### src/design/fifo_pkg.sv
package fifo_pkg;

  // Width of one stored byte
  localparam int DataWidth = 8;

  // Width of item and slot counts
  localparam int CountWidth = 6;

  // Deepest FIFO that CountWidth can describe with margin
  localparam int MaxDepth = 32;

  // One item as pushed, stored and popped
  typedef logic [DataWidth-1:0] data_t;

  // Occupancy, free slots and owed credits
  typedef logic [CountWidth-1:0] count_t;

endpackage

### src/design/link_pkg.sv
package link_pkg;

  // Credit counter width on the sender side
  localparam int CreditWidth = 6;

  // Longest link delay supported, in cycles
  localparam int MaxPropDelay = 8;

  // Credits currently held by the sender
  typedef logic [CreditWidth-1:0] credit_t;

endpackage

### src/design/credit_fifo.sv
`timescale 1ns/1ps

module credit_fifo #(
  parameter int Depth = 10
) (
  input  logic             clk,
  input  logic             rst_n,
  input  logic             link_valid,
  input  fifo_pkg::data_t  link_data,
  input  logic             link_credit_stall,
  output logic             link_credit,
  input  logic             pop_ready,
  output logic             pop_valid,
  output fifo_pkg::data_t  pop_data,
  output logic             full,
  output logic             empty,
  output fifo_pkg::count_t items,
  output fifo_pkg::count_t slots
);

  import fifo_pkg::*;

  localparam int AddrWidth = (Depth > 1) ? $clog2(Depth) : 1;
  localparam logic [AddrWidth-1:0] LastAddr = AddrWidth'(Depth - 1);
  localparam count_t DepthCount = count_t'(Depth);

  data_t                mem [Depth];
  logic [AddrWidth-1:0] wr_ptr;
  logic [AddrWidth-1:0] rd_ptr;
  count_t               item_count;
  count_t               credit_owed;
  logic                 pop_fire;
  logic                 credit_release;

  // Flop storage, written on every link beat
  always_ff @(posedge clk) begin
    if (link_valid) begin
      mem[wr_ptr] <= link_data;
    end
  end

  // Head of the queue stays put until it is popped
  assign pop_data  = mem[rd_ptr];
  assign pop_valid = (item_count != '0);
  assign pop_fire  = pop_valid && pop_ready;

  // Pointers wrap at Depth, which need not be a power of two
  always_ff @(posedge clk or negedge rst_n) begin
    if (!rst_n) begin
      wr_ptr <= '0;
      rd_ptr <= '0;
    end else begin
      if (link_valid) begin
        wr_ptr <= (wr_ptr == LastAddr) ? '0 : wr_ptr + 1'b1;
      end
      if (pop_fire) begin
        rd_ptr <= (rd_ptr == LastAddr) ? '0 : rd_ptr + 1'b1;
      end
    end
  end

  // Occupancy
  always_ff @(posedge clk or negedge rst_n) begin
    if (!rst_n) begin
      item_count <= '0;
    end else begin
      case ({link_valid, pop_fire})
        2'b10:   item_count <= item_count + 1'b1;
        2'b01:   item_count <= item_count - 1'b1;
        default: item_count <= item_count;
      endcase
    end
  end

  assign items = item_count;
  assign empty = (item_count == '0);
  assign full  = (item_count == DepthCount);
  assign slots = DepthCount - item_count;

  // Release a credit when one is owed or a pop is happening now,
  // never while the far side asks us to hold back
  assign credit_release = !link_credit_stall && ((credit_owed != '0) || pop_fire);

  // Owed count starts at the full depth so the sender gets its initial credit
  always_ff @(posedge clk or negedge rst_n) begin
    if (!rst_n) begin
      credit_owed <= DepthCount;
      link_credit <= 1'b0;
    end else begin
      credit_owed <= credit_owed + count_t'(pop_fire) - count_t'(credit_release);
      link_credit <= credit_release;
    end
  end

endmodule

### src/design/credit_fifo_link.sv
`timescale 1ns/1ps

module credit_fifo_link #(
  parameter int Depth = 10,
  parameter int PropDelay = 3
) (
  input  logic              clk,
  input  logic              rst_n,
  input  logic              push_valid,
  output logic              push_ready,
  input  fifo_pkg::data_t   push_data,
  input  logic              credit_stall,
  output link_pkg::credit_t credit_count,
  input  logic              pop_ready,
  output logic              pop_valid,
  output fifo_pkg::data_t   pop_data,
  output logic              full,
  output logic              empty,
  output fifo_pkg::count_t  items,
  output fifo_pkg::count_t  slots
);

  import fifo_pkg::*;
  import link_pkg::*;

  // Forward beat is valid, data and stall
  localparam int FwdWidth = $bits(data_t) + 2;

  // Full rate needs room for a whole credit round trip
  if (Depth < 2 * PropDelay + 4) begin : gen_depth_check
    $error("Depth %0d too small for PropDelay %0d", Depth, PropDelay);
  end
  if (Depth > MaxDepth) begin : gen_depth_limit
    $error("Depth %0d exceeds %0d", Depth, MaxDepth);
  end
  if (PropDelay < 1 || PropDelay > MaxPropDelay) begin : gen_delay_limit
    $error("PropDelay %0d outside 1..%0d", PropDelay, MaxPropDelay);
  end

  logic  snd_link_valid;
  data_t snd_link_data;
  logic  snd_link_credit_stall;
  logic  snd_link_credit;
  logic  fifo_link_valid;
  data_t fifo_link_data;
  logic  fifo_link_credit_stall;
  logic  fifo_link_credit;

  credit_sender #(
    .Depth(Depth)
  ) u_sender (
    .clk               (clk),
    .rst_n             (rst_n),
    .push_valid        (push_valid),
    .push_ready        (push_ready),
    .push_data         (push_data),
    .credit_stall      (credit_stall),
    .link_valid        (snd_link_valid),
    .link_data         (snd_link_data),
    .link_credit_stall (snd_link_credit_stall),
    .link_credit       (snd_link_credit),
    .credit_count      (credit_count)
  );

  pipe_delay #(
    .PropDelay(PropDelay),
    .Width(FwdWidth)
  ) fwd_delay (
    .clk   (clk),
    .rst_n (rst_n),
    .in    ({snd_link_valid, snd_link_data, snd_link_credit_stall}),
    .out   ({fifo_link_valid, fifo_link_data, fifo_link_credit_stall})
  );

  pipe_delay #(
    .PropDelay(PropDelay),
    .Width(1)
  ) ret_delay (
    .clk   (clk),
    .rst_n (rst_n),
    .in    (fifo_link_credit),
    .out   (snd_link_credit)
  );

  credit_fifo #(
    .Depth(Depth)
  ) u_fifo (
    .clk               (clk),
    .rst_n             (rst_n),
    .link_valid        (fifo_link_valid),
    .link_data         (fifo_link_data),
    .link_credit_stall (fifo_link_credit_stall),
    .link_credit       (fifo_link_credit),
    .pop_ready         (pop_ready),
    .pop_valid         (pop_valid),
    .pop_data          (pop_data),
    .full              (full),
    .empty             (empty),
    .items             (items),
    .slots             (slots)
  );

endmodule

### src/design/credit_sender.sv
`timescale 1ns/1ps

module credit_sender #(
  parameter int Depth = 10
) (
  input  logic              clk,
  input  logic              rst_n,
  input  logic              push_valid,
  output logic              push_ready,
  input  fifo_pkg::data_t   push_data,
  input  logic              credit_stall,
  output logic              link_valid,
  output fifo_pkg::data_t   link_data,
  output logic              link_credit_stall,
  input  logic              link_credit,
  output link_pkg::credit_t credit_count
);

  import link_pkg::*;

  localparam credit_t MaxCredit = credit_t'(Depth);

  credit_t credit_q;
  credit_t credit_next;
  logic    push_accept;

  // One credit is enough to send one byte
  assign push_ready  = (credit_q != '0);
  assign push_accept = push_valid && push_ready;

  // A returned credit and a push in the same cycle cancel out
  always_comb begin
    credit_next = credit_q;
    if (link_credit && !push_accept) begin
      if (credit_q < MaxCredit) begin
        credit_next = credit_q + 1'b1;
      end
    end else if (!link_credit && push_accept) begin
      credit_next = credit_q - 1'b1;
    end
  end

  // Sender starts empty and waits for the far end to hand out credits
  always_ff @(posedge clk or negedge rst_n) begin
    if (!rst_n) begin
      credit_q <= '0;
    end else begin
      credit_q <= credit_next;
    end
  end

  assign credit_count = credit_q;

  // Link control flops
  always_ff @(posedge clk or negedge rst_n) begin
    if (!rst_n) begin
      link_valid        <= 1'b0;
      link_credit_stall <= 1'b0;
    end else begin
      link_valid        <= push_accept;
      link_credit_stall <= credit_stall;
    end
  end

  // Payload only moves on an accepted push
  always_ff @(posedge clk) begin
    if (push_accept) begin
      link_data <= push_data;
    end
  end

endmodule

### src/design/pipe_delay.sv
`timescale 1ns/1ps

module pipe_delay #(
  parameter int PropDelay = 3,
  parameter int Width = 1
) (
  input  logic             clk,
  input  logic             rst_n,
  input  logic [Width-1:0] in,
  output logic [Width-1:0] out
);

  // Stage 0 takes the input, the last stage drives the output
  logic [Width-1:0] stage_q [PropDelay];

  // Cleared chain so no stale valid or credit leaks out of reset
  always_ff @(posedge clk or negedge rst_n) begin
    if (!rst_n) begin
      for (int i = 0; i < PropDelay; i++) begin
        stage_q[i] <= '0;
      end
    end else begin
      stage_q[0] <= in;
      for (int i = 1; i < PropDelay; i++) begin
        stage_q[i] <= stage_q[i-1];
      end
    end
  end

  assign out = stage_q[PropDelay-1];

endmodule

### config.mk
export PLATFORM = sky130hd
export DESIGN_NAME = credit_fifo_link
export DESIGN_NICKNAME = d
export VERILOG_FILES = /design/src/design/fifo_pkg.sv /design/src/design/link_pkg.sv /design/src/design/credit_fifo.sv /design/src/design/credit_fifo_link.sv /design/src/design/credit_sender.sv /design/src/design/pipe_delay.sv
export SDC_FILE = /design/constraint.sdc
export NUM_CORES = 1
export LEC_CHECK = 0
export BUFFER_PORTS_ARGS = -buffer_cell sky130_fd_sc_hd__clkbuf_2
export CAP_MARGIN = 10
export CORE_ASPECT_RATIO = 0.75
export CORE_MARGIN = 3
export CORE_UTILIZATION = 54
export DETAILED_ROUTE_END_ITERATION = 6
export GPL_TIMING_DRIVEN = 0
export PLACE_DENSITY = 0.75
export RECOVER_POWER = 50
export SETUP_SLACK_MARGIN = 0.5
export SLEW_MARGIN = 10
export SYNTH_ARGS = -nofsm -noshare
export SYNTH_HDL_FRONTEND = slang
export SYNTH_SLANG_ARGS = --single-unit
### constraint.sdc
create_clock -name clk -period 3.02 [get_ports clk]
set_input_delay 0.302 -clock clk [delete_from_list [all_inputs] [get_ports clk]]
set_output_delay 0.302 -clock clk [all_outputs]
set_load 0.01 [all_outputs]
==> results of run 1 <==
-- power groups by stage --
stage | Sequential [mW] | Clock (mW) | Combinational (mW)
floorplan | 2.83 | 0 | 1.88
global placement | 2.85 | 0 | 2.53
detailed placement | 2.88 | 0 | 2.66
CTS | 2.78 | 2.02 | 2.91
global route | 2.83 | 2.11 | 3.42
finish | 2.79 | 1.98 | 3.12
-- Yosys cell counts, drive strengths merged, types with 3 or more instances --
cell | count | area (µm²)
xnor2 | 8 | 70.1
nor3 | 6 | 30.0
nor4 | 6 | 52.6
clkbuf | 5 | 18.8
ha | 20 | 250
fa | 3 | 60.1
nand2b | 5 | 31.3
edfxtp | 88 | 2640
nor2b | 4 | 25.0
mux2 | 4 | 56.3
a21oi | 15 | 86.3
o21ai | 14 | 70.1
a211oi | 11 | 82.6
and2 | 8 | 50.1
dfrtp | 60 | 1500
a21o | 5 | 37.5
mux4 | 16 | 405
buf | 7 | 62.6
inv | 26 | 97.6
nor2 | 11 | 41.3
mux2i | 10 | 113
xor2 | 10 | 87.6
nand2 | 12 | 45.0
-- cell families (layout without fill, tap and decap cells) --
| logic type | Yosys count | in the layout | share of synthesized area [%] |
|---|---|---|---|
| adder cells (fa/ha/maj) | 23 | 23 | 5.00 |
| flip-flops | 150 | 150 | 67.6 |
| AND/OR/NAND/NOR | 65 | 65 | 5.89 |
| buffers and inverters | 39 | 144 | 3.02 |
| XOR/XNOR | 18 | 18 | 2.54 |
| multiplexers | 30 | 30 | 9.25 |
| AO/OA/AOI/OAI | 60 | 60 | 6.69 |
-- sequential cells by signal, summed over array words and instances (netlist names) --
signal / count
u_sender.link_credit_stall: 1
ret_delay.out: 1
u_fifo.rd_ptr: 4
u_fifo.credit_owed: 6
u_sender.link_data: 8
fwd_delay.stage_q: 20
u_fifo.wr_ptr: 4
fwd_delay.out: 10
u_sender.credit_count: 6
u_fifo.mem: 80
u_fifo.items: 6
ret_delay.stage_q: 2
u_fifo.link_credit: 1
u_sender.link_valid: 1
-- cell type report --
class	count	share of cell area (%)
Timing Repair Buffer	73	6.08
Clock inverter	13	1.57
Sequential cell	150	55.4
Clock buffer	19	5.84
Inverter	26	1.29
Tap cell	140	2.31
Buffer	13	1.17
Multi-Input combinational cell	196	26.4
-- final timing paths --
check,from,to,cells past startpoint
max,u_fifo.items[4],u_fifo.items[5],10
min,push_data[3],u_sender.link_data[3],1
max reg2reg,u_fifo.items[4],u_fifo.items[5],10
min reg2reg,fwd_delay.stage_q[25],fwd_delay.stage_q[15],0
max in group asynchronous,rst_n,u_sender.credit_count[0],3
min in group asynchronous,rst_n,u_fifo.items[1],2
-- metal layers --
metal  up-vias  routed length (µm)  GRT usage (%)  share of wire [%]
met1      1764                5140           25.3                 45
met3        16                 530           5.15                4.7
li1       1634                   -              -                  -
met5         -                   0              0                  0
met4         0                 153           6.63                1.3
met2        68                5520           28.9                 49
-- worst reg2reg max path, delay by kind of cell (launching register included) --
kind | cells | cell delay, ps
fa+ha+maj | 2 | 480
xor+xnor | 1 | 150
compound gates | 1 | 320
simple gates | 5 | 1290
buf+inv | 1 | 60
flops | 1 | 400
-- timing repair --
item	CTS	global route
pin swaps	14	11
gates cloned	0	2
hold endpoints to repair	20	0
hold buffers	2	0
buffers inserted	16	7
gates resized for setup	14	27
endpoints found under the setup margin	19	14
-- per-stage QoR --
| step | worst slack (ps) | util [%] | cells | area, µm² | hold slack, ps |
|---|---|---|---|---|---|
| after floorplan | 192 | - | 385 | 6260 | 6.41 |
| after global placement | 20.2 | 60.1 | 567 | 6650 | 331 |
| after global routing | 81.9 | 68.6 | 630 | 7590 | 37.9 |
| final | 194 | 68.6 | 630 | 7590 | 59.1 |
| after detailed placement | 0.813 | 60.8 | 571 | 6730 | 238 |
| after CTS | 204 | 67.6 | 621 | 7480 | 39.8 |
==> reports/qor.txt, run 1 <==
Status = finished clean
Clock latency at the later pin of the worst-skew pair = 420 ps
Crit end category = flip-flop
Hpwl dp = 7410 µm
GRT Total Usage = 18.5%
Tcrit/Tclk final = 93.6%
Power, Total = 7.89 mW
Clock transition at path regs = 60 ps
Setup TNS = 0 ps
Ant diodes = 0
CP arrival = 3120 ps
Hold Vio Cnt, Final = 0
Crit-path max cell delay = 410 ps
Critical-path top delay cell = or3b_4
P_int = 5.19 mW
Number of global-route vias before repair = 3494
Primary FF master, synth = edfxtp_1
Worst-Margin Slew = 1080 ps
Initial DRC count = 201
Synthesized flop and latch total = 150
# nets final = 513
Fmax = 354 MHz
Synthesized area = 6210 µm²
Peak supply drop = 0.596 mV
Fin crit period = 2830 ps
DR DRC count = 0
Number of buffers created by CTS = 17
Num Clock Sinks = 150
Core Footprint = 11100 µm²
Vias per cell = 5.53
Syn Inst Count = 385
WP buf/inv = 1
Final ANT Viol Nets = 0
CTS Root Cell = clkbuf_16
Vias post-DR = 3482
Clock skew = 6.98 ps
Die extent in x = 130 µm
Pwr/cell area = 1040 nW/µm²
Initial Util = 56.1%
Final setup viols = 0
FF+latch area = 4200 µm²
Synth-to-Final Area Change = 22.3%
Layout cells sized above 1 = 35.5%
Crit Path Max Fanout = 7
Unrepaired setup endpoints after global routing = true
H-tree Lvls = 4
Logic pwr share = 39.6%
Number of fill cells = 702
Worst R2R Setup Slack = 190 ps
Largest net degree at the start of global routing = 44
DR WL/cell = 18.0 µm
CTS tree = built
Die height = 98.9 µm
Worst path top cell family by delay = simple AND/OR/NAND/NOR gates
TritonRoute pass-1 iters = 4
Die area = 12800 µm²
Number of synthesized flops with an enable pin = 88
Sequential fraction of the synthesis area = 67.6%
Final Slew Violations = 0
CTS max path bufs = 2
Async set-or-reset flop fraction in the synthesized netlist = 41.3%
Clk pwr share = 25.1%
Antenna violations before repair = 0
Commonest non-fill, non-tap cell in the layout = edfxtp_1
Hold Path Class = input pin to flip-flop
Cell Chain, Critical Path = or3_4, or3_4, nand2_4, inv_2, ha_4, ha_4, nor4b_1, a311o_1, or3b_4, xor2_1
Placer congestion estimate = 0.842
I/O Pins = 43
Sw frac = 34.2%
CP required = 3320 ps
Most frequent cells in the layout = edfxtp_1 (88), dfrtp_1 (54), clkbuf_2 (41), buf_4 (30), inv_1 (23)
Flop pwr share = 35.3%
Crit start category = flip-flop
Total grt overflow = 0
Net switching power = 2.70 mW
Max_slew headroom = 28.2%
Max cap viols = 0
Row count = 33
Buffers on Ports = 42
Leak pwr = 3.01 nW
Total of warnings raised by yosys = 0
Syn Nets = 421
Critical path class = flip-flop to flip-flop
Syn_area_per_cell = 16.1 µm²
Unique masters post-synth = 57
Total Wirelength = 11300 µm
First-pass GRT wire length = 17900 µm
Multi-input gate area = 2000 µm²
Note: power is estimated with default switching activity, not from simulation.
==> inputs of run 2 (changes only) <==
--- a/config.mk
+++ b/config.mk
@@ -12,7 +12,7 @@
 export CORE_UTILIZATION = 54
 export DETAILED_ROUTE_END_ITERATION = 6
 export GPL_TIMING_DRIVEN = 0
-export PLACE_DENSITY = 0.75
+export PLACE_DENSITY = 0.86
 export RECOVER_POWER = 50
 export SETUP_SLACK_MARGIN = 0.5
 export SLEW_MARGIN = 10
==> run 2 against run 1 <==
Count of clock-buffer cells in the layout unchanged; cell area up 1.7%; first-iteration DRC count up 57%; routed wire length up 16%; clock power down 3%; total power up 3.7%; sequential cell count unchanged; non-clock buffer count up 3; worst setup slack worse by 25 ps; register-to-register slack worse by 30 ps; sequential power about the same; critical path type unchanged.
==> reports/qor.txt, run 2 (synthesis gave the netlist of run 1 again) <==
DR WL/cell = 20.8 µm
First-pass GRT wire length = 20200 µm
Worst-Margin Slew = 1110 ps
Hpwl dp = 8030 µm
R2R cell count = 10
Fin area = 7720 µm²
Pwr/cell area = 1060 nW/µm²
Layout cells sized above 1 = 38.3%
Logic pwr share = 42.2%
Fmax = 351 MHz
Max_slew headroom = 25.8%
Leak pwr = 3.02 nW
DR DRC count = 0
Biggest register = u_fifo.mem
Number of global-route vias before repair = 3769
Hold depth = 1
Final core occ = 69.8%
Placement Cell Area = 6740 µm²
# nets final = 516
Crit Path Max Fanout = 6
Final ANT Viol Nets = 0
Initial Util = 56.1%
FF+latch area = 4200 µm²
Hold Path Class = input pin to flip-flop
Vias post-DR = 3681
Fin crit period = 2850 ps
Final Slew Violations = 0
Critical path class = flip-flop to flip-flop
Power, Total = 8.19 mW
Synth-to-Final Area Change = 24.4%
R2r startpoint = u_fifo.items[5]
I/O Pins = 43
Multi-input gate area = 2070 µm²
H-tree Lvls = 4
CTS tree = built
CTS Root Cell = clkbuf_16
Dpl cells = 571
GRT Total Usage = 21.0%
CTS max path bufs = 2
Antenna violations before repair = 0
Most frequent cells in the layout = edfxtp_1 (88), dfrtp_1 (54), clkbuf_2 (37), buf_4 (25), inv_1 (20)
Buffers on Ports = 42
Num Clock Sinks = 150
Clock skew = 8.10 ps
Max reg flops = 80
Initial DRC count = 316
Net switching power = 2.87 mW
Row count = 33
Largest net degree at the start of global routing = 44
Unrepaired setup endpoints after global routing = true
Number of fill cells = 697
Flop pwr share = 34.2%
Core Footprint = 11100 µm²
Die area = 12800 µm²
P_int = 5.32 mW
CP required = 3320 ps
Sw frac = 35.0%
WHS Endpoint = u_sender.link_data[4]
Crit end category = flip-flop
Total Wirelength = 13200 µm
Peak supply drop = 0.587 mV
Commonest non-fill, non-tap cell in the layout = edfxtp_1
CP arrival = 3150 ps
Crit start category = flip-flop
Die height = 98.9 µm
Clk pwr share = 23.6%
TritonRoute pass-1 iters = 5
Clock transition at path regs = 60 ps
Non-Filler Instances = 633
R2R Path End = u_fifo.items[5]
Vias per cell = 5.82
Tcrit/Tclk final = 94.4%
Max cap viols = 0
Status = finished clean
Number of buffers created by CTS = 17
Total grt overflow = 0
Final setup viols = 0
Hold Startpoint = push_data[4]
Placer congestion estimate = 0.814
Ant diodes = 0
Hold Vio Cnt, Final = 0
Worst R2R Setup Slack = 170 ps
Clock latency at the later pin of the worst-skew pair = 410 ps
Die extent in x = 130 µm
[run 2: power groups by stage]
stage	logic (mW)	registers, mW	clock network [mW]
after CTS	3.01	2.79	1.94
after detailed placement	2.69	2.87	0
final	3.46	2.80	1.93
after global routing	3.78	2.84	2.04
after floorplan	1.88	2.83	0
after global placement	2.52	2.84	0
[run 2: how the worst max path moves through the flow]
stage               startpoint               endpoint  slack, ps  depth (start not counted)
4_1_cts        u_fifo.items[2]        u_fifo.items[5]        190                         10
2_1_floorplan  u_fifo.items[4]        u_fifo.items[5]        190                         10
3_3_place_gp   u_fifo.items[4]  u_fifo.credit_owed[4]         30                         12
6_report       u_fifo.items[5]        u_fifo.items[5]        170                         10
3_5_place_dp   u_fifo.items[4]  u_fifo.credit_owed[4]        -60                         12
5_1_grt        u_fifo.items[5]        u_fifo.items[5]         80                         10
[run 2: per-layer routing]
| layer | track usage [%] | wire [µm] |
|---|---|---|
| met4 | 6.23 | 174 |
| met2 | 35.6 | 6870 |
| met3 | 5.85 | 675 |
| met5 | 0 | 0 |
| met1 | 26.7 | 5460 |
[run 2: worst max-delay path: stages, from the launching register on]
cell,delay (ps)
dfrtp_1,390
or3_4,400
or3_4,380
nand2_8,120
inv_6,40
ha_4,190
ha_4,260
nor4bb_1,140
a311o_1,270
or3b_4,400
xor2_1,140
[run 2: final cells by class]
type                       count  area share [%]
buffer                        13            1.20
clock buffer                  19            5.61
clock inverter                13            1.41
inverter                      26            1.39
multi-input combinational    196            26.8
sequential                   150            54.4
tap                          140            2.27
timing repair buffer          76            6.84
[run 2: timing repair]
action / 4_1_cts / 5_1_grt
pin swaps: 19 / 19
gates cloned: 0 / 2
setup endpoints to repair: 18 / 17
hold endpoints to repair: 20 / 0
hold buffers: 2 / 0
setup buffers: 16 / 10
gates resized for setup: 28 / 49
[run 2: metrics by stage]
stage	setup WS (ps)	setup TNS (ps)	hold slack (ps)
2_1_floorplan	192	0	6.41
3_3_place_gp	25.0	0	332
3_5_place_dp	-64.2	-64.2	238
4_1_cts	194	0	48.0
5_1_grt	80.2	0	48.3
6_report	169	0	61.0
==> inputs of run 3 (changes only) <==
--- a/config.mk
+++ b/config.mk
@@ -5,15 +5,17 @@
 export SDC_FILE = /design/constraint.sdc
 export NUM_CORES = 1
 export LEC_CHECK = 0
+export ABC_AREA = 0
 export BUFFER_PORTS_ARGS = -buffer_cell sky130_fd_sc_hd__clkbuf_2
 export CAP_MARGIN = 10
 export CORE_ASPECT_RATIO = 0.75
 export CORE_MARGIN = 3
-export CORE_UTILIZATION = 54
+export CORE_UTILIZATION = 64
 export DETAILED_ROUTE_END_ITERATION = 6
 export GPL_TIMING_DRIVEN = 0
-export PLACE_DENSITY = 0.86
+export PLACE_DENSITY = 0.95
 export RECOVER_POWER = 50
+export REMOVE_ABC_BUFFERS = 1
 export SETUP_SLACK_MARGIN = 0.5
 export SLEW_MARGIN = 10
 export SYNTH_ARGS = -nofsm -noshare
==> constraint.sdc (replaced) <==
create_clock -name clk -period 3.6 [get_ports clk]
set_input_delay 0.36 -clock clk [delete_from_list [all_inputs] [get_ports clk]]
set_output_delay 0.36 -clock clk [all_outputs]
set_load 0.01 [all_outputs]
==> run 3 against run 2 <==
Sequential power fell by 7%; largest cell class unchanged; critical endpoint unchanged; cell count is 8.5% lower; sequential share of layout area increased by 3.9 points; worst setup slack improved by 370 ps; highest routed layer unchanged; total power is 23% lower; critical path type unchanged.
==> reports/qor.txt, run 3 (synthesis gave the netlist of run 1 again) <==
Status = finished clean
Clock transition at path regs = 60 ps
Placement Cell Area = 6530 µm²
Vias post-DR = 3473
Row count = 30
R2R Path End = u_fifo.items[5]
Most frequent cells in the layout = edfxtp_1 (88), dfrtp_1 (54), clkbuf_2 (41), inv_1 (25)
Final setup viols = 0
P_int = 4.13 mW
First-pass GRT wire length = 18600 µm
Crit start category = flip-flop
Hold Startpoint = credit_stall
Ant diodes = 0
CTS max path bufs = 2
I/O Pins = 43
CTS Root Cell = clkbuf_16
Sw frac = 34.2%
Final Slew Violations = 0
# nets final = 474
Crit-path max cell delay = 440 ps
Multi-input gate area = 1930 µm²
Worst-Margin Slew = 1190 ps
Max reg flops = 80
Antenna violations before repair = 0
Flop pwr share = 41.5%
R2r startpoint = u_fifo.items[5]
Hold depth = 1
Synth-to-Final Area Change = 16.1%
CTS tree = built
CP required = 3890 ps
DR WL/cell = 20.1 µm
Net switching power = 2.15 mW
Hold Path Class = input pin to flip-flop
Clk pwr share = 26.3%
Initial DRC count = 259
Fin area = 7210 µm²
Layout cells sized above 1 = 26.2%
Final core occ = 78.0%
GRT Total Usage = 23.0%
Number of global-route vias before repair = 3615
Setup TNS = 0 ps
Pwr/cell area = 872 nW/µm²
Unrepaired setup endpoints after global routing = true
Biggest register = u_fifo.mem
Die area = 10900 µm²
DR DRC count = 0
Crit Path Max Fanout = 9
Final ANT Viol Nets = 0
WHS Endpoint = u_sender.link_credit_stall
Pre-CTS setup slack = 248 ps
Hold Vio Cnt, Final = 0
Clock latency at the later pin of the worst-skew pair = 420 ps
Non-Filler Instances = 579
Total Wirelength = 11600 µm
Leak pwr = 2.84 nW
TritonRoute pass-1 iters = 5
R2R cell count = 10
CP arrival = 3360 ps
Max cap viols = 0
Peak supply drop = 0.579 mV
Die extent in x = 120 µm
Largest net degree at the start of global routing = 63
Number of fill cells = 481
FF+latch area = 4210 µm²
Logic pwr share = 32.2%
CP most frequent cell = or3_4
Total grt overflow = 0
Critical-path top delay cell = dfrtp_2
Number of buffers created by CTS = 17
Commonest non-fill, non-tap cell in the layout = edfxtp_1
Placer congestion estimate = 0.844
Fin crit period = 3070 ps
Fmax = 326 MHz
H-tree Lvls = 4
Initial Util = 67.2%
Buffers on Ports = 42
Die height = 91.3 µm
Cell Chain, Critical Path = or3_4, or3_4, nand2_4, inv_1, ha_2, ha_1, a211oi_2, nor4_1, or3b_4, xor2_1
Hpwl dp = 7120 µm
Core Footprint = 9230 µm²
Critical path class = flip-flop to flip-flop
Max_slew headroom = 19.8%
Final setup margin = 535 ps
Num Clock Sinks = 150
Crit end category = flip-flop
Clock skew = 7.17 ps
Vias per cell = 6.00
Tcrit/Tclk final = 85.1%
Dpl cells = 545
Worst R2R Setup Slack = 530 ps
## run 3: cell types whose count changed in the layout (fill, tap and decap cells not counted), sizes merged
cell / change
clkbuf: +2
buf: -38
clkinvlp: -1
clkinv: -4
inv: +1
dlygate4sd3: -2
## run 3: critical path, delay by kind of cell, from the launching register on
kind	cells	cell delay, ps
buffers and inverters	1	70
adders and majority gates	2	590
AOI/OAI and AO/OA	1	300
DFF	1	440
xor gates and xnor gates	1	150
and+or+nand+nor	5	1400
## run 3: what timing repair did
item	4_1_cts	5_1_grt
hold buffers	0	0
endpoints found under the setup margin	3	9
pin swaps	1	0
setup buffers	1	1
gates resized for setup	9	12
## run 3: how the worst max path moves through the flow
stage                     slack, ps             from              end  cells past startpoint
final                           530  u_fifo.items[5]  u_fifo.items[5]                     10
after global routing            440  u_fifo.items[5]  u_fifo.items[5]                     10
after global placement          360  u_fifo.items[4]  u_fifo.items[5]                     10
after detailed placement        250  u_fifo.items[0]  u_fifo.items[5]                     12
after floorplan                 490  u_fifo.items[0]  u_fifo.items[5]                     12
after CTS                       510  u_fifo.items[4]  u_fifo.items[5]                     10
## run 3: metal layers
metal  vias up  wire, µm  GRT usage (%)
met5         -         0              0
met4         0       242           8.58
met3        27       850           8.66
met1      1725      4820           30.1
li1       1555         -              -
met2       166      5720           35.7
## run 3: final cells by class
cell class	instances	share of cell area (%)
multi-input combinational	196	26.8
tap	128	2.22
timing repair buffer	47	3.47
sequential	150	58.4
clock buffer	23	6.77
inverter	26	1.35
clock inverter	9	1.01
## run 3: per-stage QoR
stage / total power, mW / hold WS [ps]
after detailed placement: 4.49 / 334
final: 6.28 / 49.9
after floorplan: 3.81 / 64.4
after global placement: 4.31 / 331
after global routing: 6.63 / 36.6
after CTS: 6.22 / 33.0
## run 3: power by group through the flow
stage | Combinational, mW | Sequential (mW) | Clock [mW]
4_1_cts | 1.95 | 2.59 | 1.68
5_1_grt | 2.21 | 2.67 | 1.75
3_5_place_dp | 1.88 | 2.61 | 0
2_1_floorplan | 1.31 | 2.50 | 0
6_report | 2.03 | 2.61 | 1.65
3_3_place_gp | 1.75 | 2.56 | 0
